**config.mk**
```make
export PLATFORM = sky130hd
export DESIGN_NAME = muldiv_top
export DESIGN_NICKNAME = d
export VERILOG_FILES = /design/src/source/muldiv_pkg.sv /design/src/source/hilo_regs.sv /design/src/source/muldiv_top.sv /design/src/source/muldiv_unit.sv /design/src/source/pipelined_multiplier.sv /design/src/source/radix2_divider.sv
export SDC_FILE = /design/constraint.sdc
export NUM_CORES = 2
export LEC_CHECK = 0
export BUFFER_PORTS_ARGS = -buffer_cell sky130_fd_sc_hd__buf_2
export CAP_MARGIN = 0
export CORE_ASPECT_RATIO = 2
export CORE_MARGIN = 3
export CORE_UTILIZATION = 50
export CTS_CLUSTER_DIAMETER = 50
export CTS_CLUSTER_SIZE = 8
export DETAILED_ROUTE_END_ITERATION = 10
export PLACE_DENSITY = 0.73
export RECOVER_POWER = 25
export SLEW_MARGIN = 40
export SYNTH_ARGS = -nofsm -noshare
export SYNTH_HDL_FRONTEND = slang
export SYNTH_HIERARCHICAL = 1
export SYNTH_SLANG_ARGS = --single-unit
export TNS_END_PERCENT = 1
```
**constraint.sdc**
```tcl
create_clock -name clk -period 7.8 [get_ports clk]
set_clock_uncertainty 0.05 [all_clocks]
set_input_delay 1.56 -clock clk [delete_from_list [all_inputs] [get_ports clk]]
set_output_delay 1.56 -clock clk [all_outputs]
set_load 0.02 [all_outputs]
```
**src/source/muldiv_pkg.sv**
```systemverilog
`default_nettype none

package muldiv_pkg;

    // machine word and hi/lo pair with hi in the upper half
    typedef logic [31:0] word_t;
    typedef logic [63:0] dword_t;

    // reorder buffer index
    typedef logic [4:0] rob_addr_t;

    // divider runs one iteration per quotient bit
    localparam int DIV_CYCLES = $bits(word_t);

    typedef enum logic [2:0] {
        OP_NONE  = 3'd0,
        OP_MULT  = 3'd1,
        OP_MULTU = 3'd2,
        OP_DIV   = 3'd3,
        OP_DIVU  = 3'd4
    } muldiv_op_t;

    // instruction as handed over by the issue stage
    typedef struct packed {
        logic       valid;
        muldiv_op_t op;
        rob_addr_t  dst;
        logic       exception;
    } issued_instr_t;

    // result record towards the reorder buffer
    typedef struct packed {
        logic      valid;
        word_t     hi;
        word_t     lo;
        rob_addr_t rob_addr;
        logic      exception;
    } muldiv_commit_t;

    function automatic logic is_mul_op(muldiv_op_t op);
        return (op == OP_MULT) || (op == OP_MULTU);
    endfunction

    function automatic logic is_div_op(muldiv_op_t op);
        return (op == OP_DIV) || (op == OP_DIVU);
    endfunction

endpackage

`default_nettype wire

```
**src/source/hilo_regs.sv**
```systemverilog
`default_nettype none

module hilo_regs import muldiv_pkg::*; (
    input  logic           clk,
    input  logic           arst_n,
    input  muldiv_commit_t commit,
    output dword_t         hilo
);

    logic write_en;

    // excepting results never reach architectural state
    assign write_en = commit.valid && !commit.exception;

    always_ff @(posedge clk or negedge arst_n) begin
        if (!arst_n) begin
            hilo <= '0;
        end else if (write_en) begin
            hilo <= {commit.hi, commit.lo};
        end
    end

endmodule

`default_nettype wire

```
**src/source/muldiv_top.sv**
```systemverilog
`default_nettype none

module muldiv_top import muldiv_pkg::*; #(
    parameter int MUL_STAGES = 3
) (
    input  logic           clk,
    input  logic           arst_n,
    input  logic           flush,
    input  word_t          a,
    input  word_t          b,
    input  issued_instr_t  issue,
    output logic           ok,
    output muldiv_commit_t commit,
    output dword_t         hilo
);

    // execution unit
    muldiv_unit #(
        .MUL_STAGES(MUL_STAGES)
    ) u_unit (
        .clk,
        .arst_n,
        .flush,
        .a,
        .b,
        .issue,
        .ok,
        .commit
    );

    // architectural hi/lo written from the commit record
    hilo_regs u_hilo (
        .clk,
        .arst_n,
        .commit,
        .hilo
    );

endmodule

`default_nettype wire

```
**src/source/muldiv_unit.sv**
```systemverilog
`default_nettype none

module muldiv_unit import muldiv_pkg::*; #(
    parameter int MUL_STAGES = 3
) (
    input  logic           clk,
    input  logic           arst_n,
    input  logic           flush,
    input  word_t          a,
    input  word_t          b,
    input  issued_instr_t  issue,
    output logic           ok,
    output muldiv_commit_t commit
);

    typedef enum logic {
        S_IDLE,
        S_BUSY
    } state_t;

    state_t state;
    issued_instr_t instr_q;
    word_t a_q;
    word_t b_q;
    logic accept;

    logic mul_start;
    logic div_start;
    logic [MUL_STAGES-1:0] mul_live;
    dword_t mul_product;
    logic mul_done;
    word_t div_quotient;
    word_t div_remainder;
    logic div_done;

    logic instr_is_mul;
    logic eng_done;
    dword_t eng_result;

    logic commit_valid;
    dword_t commit_hilo;
    rob_addr_t commit_rob;
    logic commit_exc;

    // stays low through the commit cycle
    assign ok = (state == S_IDLE) && !commit_valid;

    assign accept = ok && issue.valid && !flush
                    && (is_mul_op(issue.op) || is_div_op(issue.op));

    always_ff @(posedge clk) begin
        if (accept) begin
            a_q <= a;
            b_q <= b;
        end
    end

    always_ff @(posedge clk or negedge arst_n) begin
        if (!arst_n) begin
            state        <= S_IDLE;
            instr_q      <= '0;
            mul_start    <= 1'b0;
            div_start    <= 1'b0;
            mul_live     <= '0;
            commit_valid <= 1'b0;
        end else if (flush) begin
            state        <= S_IDLE;
            instr_q      <= '0;
            mul_start    <= 1'b0;
            div_start    <= 1'b0;
            mul_live     <= '0;
            commit_valid <= 1'b0;
        end else begin
            mul_start    <= accept && is_mul_op(issue.op);
            div_start    <= accept && is_div_op(issue.op);
            // tracks which multiplier slots still belong to a live op
            mul_live     <= (mul_live << 1) | MUL_STAGES'(mul_start);
            commit_valid <= 1'b0;
            case (state)
                S_IDLE: begin
                    if (accept) begin
                        instr_q <= issue;
                        state   <= S_BUSY;
                    end
                end
                S_BUSY: begin
                    if (eng_done) begin
                        commit_valid <= 1'b1;
                        state        <= S_IDLE;
                    end
                end
                default: begin
                    state <= S_IDLE;
                end
            endcase
        end
    end

    assign instr_is_mul = is_mul_op(instr_q.op);

    pipelined_multiplier #(
        .MUL_STAGES(MUL_STAGES)
    ) u_mul (
        .clk,
        .arst_n,
        .start     (mul_start),
        .is_signed (instr_q.op == OP_MULT),
        .a         (a_q),
        .b         (b_q),
        .product   (mul_product),
        .done      (mul_done)
    );

    radix2_divider u_div (
        .clk,
        .arst_n,
        .flush,
        .start     (div_start),
        .is_signed (instr_q.op == OP_DIV),
        .a         (a_q),
        .b         (b_q),
        .quotient  (div_quotient),
        .remainder (div_remainder),
        .done      (div_done)
    );

    // a multiply abandoned by flush may still drain out of the pipe
    assign eng_done   = instr_is_mul ? (mul_done && mul_live[MUL_STAGES-1]) : div_done;
    // divides put the remainder in hi and the quotient in lo
    assign eng_result = instr_is_mul ? mul_product : {div_remainder, div_quotient};

    always_ff @(posedge clk) begin
        if (state == S_BUSY && eng_done) begin
            commit_hilo <= eng_result;
            commit_rob  <= instr_q.dst;
            commit_exc  <= instr_q.exception;
        end
    end

    assign commit.valid     = commit_valid;
    assign commit.hi        = commit_hilo[63:32];
    assign commit.lo        = commit_hilo[31:0];
    assign commit.rob_addr  = commit_rob;
    assign commit.exception = commit_exc;

endmodule

`default_nettype wire

```
**src/source/pipelined_multiplier.sv**
```systemverilog
`default_nettype none

module pipelined_multiplier import muldiv_pkg::*; #(
    parameter int MUL_STAGES = 3
) (
    input  logic   clk,
    input  logic   arst_n,
    input  logic   start,
    input  logic   is_signed,
    input  word_t  a,
    input  word_t  b,
    output dword_t product,
    output logic   done
);

    logic signed [32:0] a_ext;
    logic signed [32:0] b_ext;
    logic signed [63:0] full_prod;

    dword_t prod_q [MUL_STAGES];
    logic [MUL_STAGES-1:0] vld_q;

    // extra top bit lets multu share the signed multiply
    assign a_ext = {is_signed & a[31], a};
    assign b_ext = {is_signed & b[31], b};

    // only the low 64 bits of the 66 bit product are meaningful
    assign full_prod = a_ext * b_ext;

    // product travels in step with the valid pipe
    always_ff @(posedge clk) begin
        prod_q[0] <= full_prod;
        for (int i = 1; i < MUL_STAGES; i++) begin
            prod_q[i] <= prod_q[i - 1];
        end
    end

    always_ff @(posedge clk or negedge arst_n) begin
        if (!arst_n) begin
            vld_q <= '0;
        end else begin
            vld_q[0] <= start;
            for (int i = 1; i < MUL_STAGES; i++) begin
                vld_q[i] <= vld_q[i - 1];
            end
        end
    end

    assign product = prod_q[MUL_STAGES-1];
    assign done    = vld_q[MUL_STAGES-1];

endmodule

`default_nettype wire

```
**src/source/radix2_divider.sv**
```systemverilog
`default_nettype none

module radix2_divider import muldiv_pkg::*; (
    input  logic  clk,
    input  logic  arst_n,
    input  logic  flush,
    input  logic  start,
    input  logic  is_signed,
    input  word_t a,
    input  word_t b,
    output word_t quotient,
    output word_t remainder,
    output logic  done
);

    localparam int CNT_W = $clog2(DIV_CYCLES + 1);

    logic [CNT_W-1:0] cnt;
    word_t a_mag;
    word_t b_mag;
    word_t divisor;
    word_t rem;
    word_t quo;
    logic neg_q;
    logic neg_r;
    logic [32:0] trial;

    // magnitudes of the operands
    assign a_mag = (is_signed && a[31]) ? -a : a;
    assign b_mag = (is_signed && b[31]) ? -b : b;

    // shift in the next dividend bit and try the subtract
    assign trial = {rem, quo[31]} - {1'b0, divisor};

    always_ff @(posedge clk or negedge arst_n) begin
        if (!arst_n) begin
            cnt  <= '0;
            done <= 1'b0;
        end else if (flush) begin
            cnt  <= '0;
            done <= 1'b0;
        end else begin
            done <= 1'b0;
            if (start) begin
                cnt <= CNT_W'(DIV_CYCLES);
            end else if (cnt != '0) begin
                cnt <= cnt - 1'b1;
                // last iteration
                done <= (cnt == CNT_W'(1));
            end
        end
    end

    // quo doubles as the dividend shift register
    always_ff @(posedge clk) begin
        if (start) begin
            divisor <= b_mag;
            rem     <= '0;
            quo     <= a_mag;
            // divide by zero keeps the all ones quotient
            neg_q   <= is_signed && (a[31] ^ b[31]) && (b != '0);
            neg_r   <= is_signed && a[31];
        end else if (cnt != '0) begin
            if (!trial[32]) begin
                rem <= trial[31:0];
                quo <= {quo[30:0], 1'b1};
            end else begin
                rem <= {rem[30:0], quo[31]};
                quo <= {quo[30:0], 1'b0};
            end
        end
    end

    // sign fix-up where the remainder follows the dividend
    assign quotient  = neg_q ? -quo : quo;
    assign remainder = neg_r ? -rem : rem;

endmodule

`default_nettype wire

```
; Word-level counts from Yosys, hierarchy flattened
; Memories as Yosys holds them, arrays and structs flattened.
; Index checks and enable logic that the tools add are counted.
[op_classes]
n_addsub = 6
mul = 1
n_div = 0
order_cmp = 0
n_eq_ne = 9
n_shift = 0
n_mux = 29
bitwise_logic = 5
reduce_logical = 26
[op_table]
columns = op, count
row1 = $mux W32, 7
row2 = $neg A32 Y32, 4
row3 = $mul A33 B33 Y64, 1
row4 = $mux W64, 1
row5 = $sub A33 B32 Y33, 1
row6 = $reduce_bool A32 Y1, 1
row7 = $mux W9, 3
row8 = $mux W6, 3
row9 = $logic_and A1 B1 Y1, 13
row10 = $mux W1, 13
row11 = $eq A3 B2 Y1 const B, 4
row12 = $eq A3 B1 Y1 const B, 2
row13 = $eq A6 B1 Y1 const B, 1
row14 = $reduce_bool A6 Y1, 1
row15 = $sub A6 B1 Y6 const B, 1
row16 = $logic_or A1 B1 Y1, 4
row17 = $reduce_bool A2 Y1, 2
row18 = $eq A3 B3 Y1 const B, 1
row19 = $logic_not A1 Y1, 3
row20 = $mux W3, 1
row21 = $or A3 B1 Y3, 1
row22 = $reduce_bool A3 Y1, 1
row23 = $and A1 B1 Y1, 2
row24 = $ne A2 B2 Y1 const B, 1
row25 = other kinds (4), 4
[word_totals]
register_bits = 322
latch_bits = 0
ram_bits = 192
romBits = 0
elab_cells = 99
mem_count = 1
[mem_list]
columns = memory, words, width, rd, rd_ports_with_merged_regs, write_ports, line_no
row1 = u_unit.u_mul.prod_q, 3, 64, 3, 0, 3, pipelined_multiplier.sv:20  ; dword_t prod_q [MUL_STAGES];

; Logic depth before layout (Yosys ltp)
[depth]
depth_word = 8
depth_mapped = 31
mapped_depth_nobuf = 29

; By module
; Netlist, hierarchy kept.
[modules_own_cells]
columns = mod, instances, cells_each, area_each_um2, seq_area_each_um2
row1 = pipelined_multiplier, 1, 4375, 42096.6, 3918.8
row2 = radix2_divider, 1, 1021, 8503.2, 2797.7
row3 = muldiv_unit, 1, 267, 5564.1, 4424.2
row4 = hilo_regs, 1, 136, 2701.3, 1601.5

; Least setup slack after synthesis
; Ideal clock, no wire load.
[synth_timing]
kind = register -> register
start = register u_unit/instr_q[8] (netlist bit)
end = memory u_unit/u_mul/prod_q[0][63] (netlist bit)
setup_time_ns = 0.121
arrival_ns = 8.300
t_required_ns = 7.629
setup_slack_ns = -0.671
path_stages_with_launch = 29
n_path_buf = 1
synth_period_minus_slack_ns = 8.471
path_cell_list = dfrtp_1 > nor3b_1 > and2_1 > clkbuf_1 > nand2_1 > inv_1 > fa_1 > fa_1 > fa_1 > inv_1 > fa_1 > inv_1 > fa_1 > fa_1 > inv_1 > fa_1 > fa_1 > inv_1 > ha_1 > nand3_1 > nor2_1 > nand4_1 > o221ai_1 > a211oi_1 > a2111oi_4 > a2111oi_2 > o21ai_1 > a21oi_1 > xnor2_1
[synth_lines]
columns = item, line_no
row1 = from (decl), muldiv_unit.sv:22  ; issued_instr_t instr_q;
row2 = from (signal assigned), muldiv_unit.sv:82  ; instr_q <= issue;
row3 = to (decl), pipelined_multiplier.sv:20

==> results.yml <==
run_status:
  status: "complete, but fails checks"
  violations: "max-capacitance violations, max-slew violations, negative setup slack"
timing:
  timing.final.crit_period_ns: 8.134
  whs_ns: 0.2598
  period_share: 1.043
  slew_violations: 84
  hold_violations: 0
  relSlewSlack: -0.3824
  setup_viol: 15
  setup_slack_ns: -0.3340
  rsz0062_at_grt: "yes"
  tightest_slew_ns: 2.074
  max_freq_mhz: 122.9
floorplan:
  die-area_um2: 122100
  die_w_um: 248.6
  coreArea_um2: 116500
  rows: 177
  start_util: 0.5053
  boundaryPins: 213
  dieHeight_um: 491.2
global_route:
  met1_usage: 0.2806
  busiest_layer: "met2"
  grt_overflow: 0
  grtUsageTotal: 0.3156
  antenna_found_initial: 17
  grt_first_pass_wirelength_um: 286400
  grt_max_degree: 76
  gr-usage-met3: 0.06677
  grt_pass1_vias: 49064
  met2_usage: 0.5658
logic_synthesis:
  ys_ff_latch: 514
  ys_dominant_reg_cell: "dfxtp_1"
  yosys_warnings: 6
  ys_seq_area_frac: 0.2165
  synth_edf_count: 200
  syn_avg_cell_area_um2: 10.15
  synthArstFlopShare: 0.1751
  yosysUniqueCellTypes: 91
  syn-num-nets: 7252
  synth_area_um2: 58870
  syn_inst: 5799
clock_tree:
  clockBufferDepth: 3
  path_clk_slew_ns: 0.05
  htree_num_levels: 3
  cts_made_buffers: 80
  clk-insertion-delay-late_ns: 0.66
  cts_tree: "done"
  cts_hold_buffers: 0
  clock_sinks: 514
  cts_root_buf: "clkbuf_16"
setup_path:
  required_ns: 8.28
  critPathMaxFanout: 3
  criticalPathCategory: "reg2reg"
  cp_common_cell: "fa_1"
  start_kind: "flip-flop"
  crit_path_top_delay_cell: "fa_2"
  arrival_ns: 8.61
  end_kind: "flip-flop"
  critPathMaxStageDelay_ns: 0.63
placed_design:
  port_buffers: 212
  placed_area_um2: 64890
  gp_congestion: 1.052
  dp_hpwl_um: 154400
hold_path:
  hold_class: "reg2reg"
finish:
  multiInputGateArea_um2: 40670
  final_nets: 7709
  fin_util: 0.5852
  fillers: 9674
  syn_to_final_growth_pct: 15.80
  drive_gt1_frac: 0.1772
  post-route-cell-area_um2: 68170
  seq_area_um2: 12740
routing:
  wl_per_cell_um: 24.18
  dr.pass1.iters: 7
  wl_um: 189800
  post-route-drc-count: 0
  postRouteAntennaNets: 0
  drtIter0Drc: 2869
  vias_per_cell: 5.572
  route.vias.total: 43737
flow_run:
  max_cap_viol_count: 2
## layout make-up
cell class / instances / share of cell area
Clock buffer: 129 / 0.03207
Inverter: 1166 / 0.06437
Sequential cell: 514 / 0.1869
Clock inverter: 16 / 0.003267
Multi-Input combinational cell: 3777 / 0.5966
Timing Repair Buffer: 717 / 0.08845
Tap cell: 1521 / 0.02792
Antenna cell: 10 / 0.0003671
## what timing repair did
| action | in CTS | in global routing |
|---|---|---|
| pin swaps | 97 | 62 |
| endpoints found under the setup margin | 24 | 24 |
| endpoints found under the hold margin | 0 | 0 |
| resized for setup | 95 | 62 |
| setup buffers | 18 | 9 |
## kinds of logic after synthesis
family	after synthesis	share of synthesized area
simple gates	1567	0.1256
buf+inv	1508	0.1036
fa+ha+maj	1376	0.4361
flops	514	0.2165
compound gates	461	0.05282
xor+xnor	229	0.03420
mux	144	0.03125
## worst paths after layout
check / start / end / slack [ns] / cells after the start
max: u_unit/instr_q[8]$_DFFE_PN0P_ / u_unit/u_mul/prod_q[0][61]$_DFF_P_ / -0.33 / 32
min: u_unit/u_mul/prod_q[0][8]$_DFF_P_ / u_unit/u_mul/prod_q[0][72]$_DFF_P_ / 0.26 / 0
max reg2reg: u_unit/instr_q[8]$_DFFE_PN0P_ / u_unit/u_mul/prod_q[0][61]$_DFF_P_ / -0.33 / 32
min reg2reg: u_unit/u_mul/prod_q[0][8]$_DFF_P_ / u_unit/u_mul/prod_q[0][72]$_DFF_P_ / 0.26 / 0
max in group asynchronous: arst_n / u_unit/u_div/cnt[3]$_DFFE_PN0P_ / 5.13 / 2
min in group asynchronous: arst_n / u_hilo/hilo[16]$_DFFE_PN0P_ / 1.27 / 1
## cells in the mapped netlist (7+ instances only)
library cell	count	area [um2]
buf_4	71	533.0
mux2_2	78	878.3
buf_2	7	35.03
nand4_1	14	87.58
mux2_4	60	900.9
nand2_1	820	3078
o21bai_1	11	82.58
nor4_1	8	50.05
nand3_1	29	145.1
xnor2_1	175	1533
inv_1	1166	4377
a21o_1	38	285.3
clkbuf_1	244	915.9
a211oi_1	13	97.59
buf_12	7	140.1
or4_1	14	105.1
a31oi_1	23	143.9
and2_1	361	2258
and3_1	25	156.4
or3_1	20	125.1
o31ai_1	30	225.2
o21a_1	13	97.59
a21oi_1	152	760.7
nor3_1	25	125.1
ha_1	250	3128
nor2_1	163	611.8
edfxtp_1	200	6006
nor2b_1	15	93.84
nand2b_1	25	156.4
dfrtp_1	90	2252
o41ai_1	12	105.1
o211ai_1	7	52.55
o21ai_1	15	75.07
a311oi_1	16	140.1
or2_2	10	62.56
dfxtp_1	224	4484
fa_1	1126	22540
xor2_1	53	464.2
o21ai_0	68	340.3
## state kept, by name, summed over array words and instances, names as in the netlist, 3 cells and up
signal and flops:
u_unit/u_div/cnt 6, u_unit/commit_hilo 64, u_unit/mul_live 3, u_unit/u_div/divisor 32
u_unit/commit_rob 5, u_unit/instr_q 9, u_unit/b_q 32, u_unit/u_div/quo 32
u_unit/a_q 32, u_unit/u_mul/vld_q 3, u_hilo/hilo 64, u_unit/u_mul/prod_q 192
u_unit/u_div/rem 32
## worst max-delay path: cells and delay by family (launching register included)
family                     cells  cell delay (ns)
adders and majority gates      9             4.15
AOI/OAI and AO/OA              7             1.43
buffers and inverters         12             1.35
and+or+nand+nor                3             0.49
DFF                            1             0.41
xor gates and xnor gates       1             0.12
## metal layers
metal | up-vias | share of wire
met2 | 2177 | 0.52
met1 | 22040 | 0.29
li1 | 18431 | -
met4 | 6 | 0.13
met5 | - | 0.00019
met3 | 1083 | 0.065
## layout by cell type, fill, tap and decap left out, types with 28 or more instances in the layout
master        n
a21o_1       38
a21oi_1     137
and2_1      358
buf_12       86
buf_2       198
buf_4       393
clkbuf_1     64
clkbuf_16    81
dfrtp_1      90
dfxtp_1     224
edfxtp_1    200
fa_1       1091
fa_2         35
ha_1        236
inv_1      1145
mux2_2       78
mux2_4       60
nand2_1     814
nand3_1      28
nor2_1      157
o21ai_0      63
o31ai_1      28
xnor2_1     174
xor2_1       53
## metrics by stage
stage | std cells | setup TNS (ns) | setup slack (ns)
2_1_floorplan | 5799 | 0 | 0.003318
3_3_place_gp | 7665 | -7.992 | -0.7268
3_5_place_dp | 7668 | -8.604 | -0.7872
4_1_cts | 7831 | -1.805 | -0.2708
5_1_grt | 7841 | -6.153 | -0.5628
6_report | 7850 | -2.251 | -0.3340
Power is not shown: default switching activity piles up to over one toggle a cycle in this logic, so the estimate is an artifact.
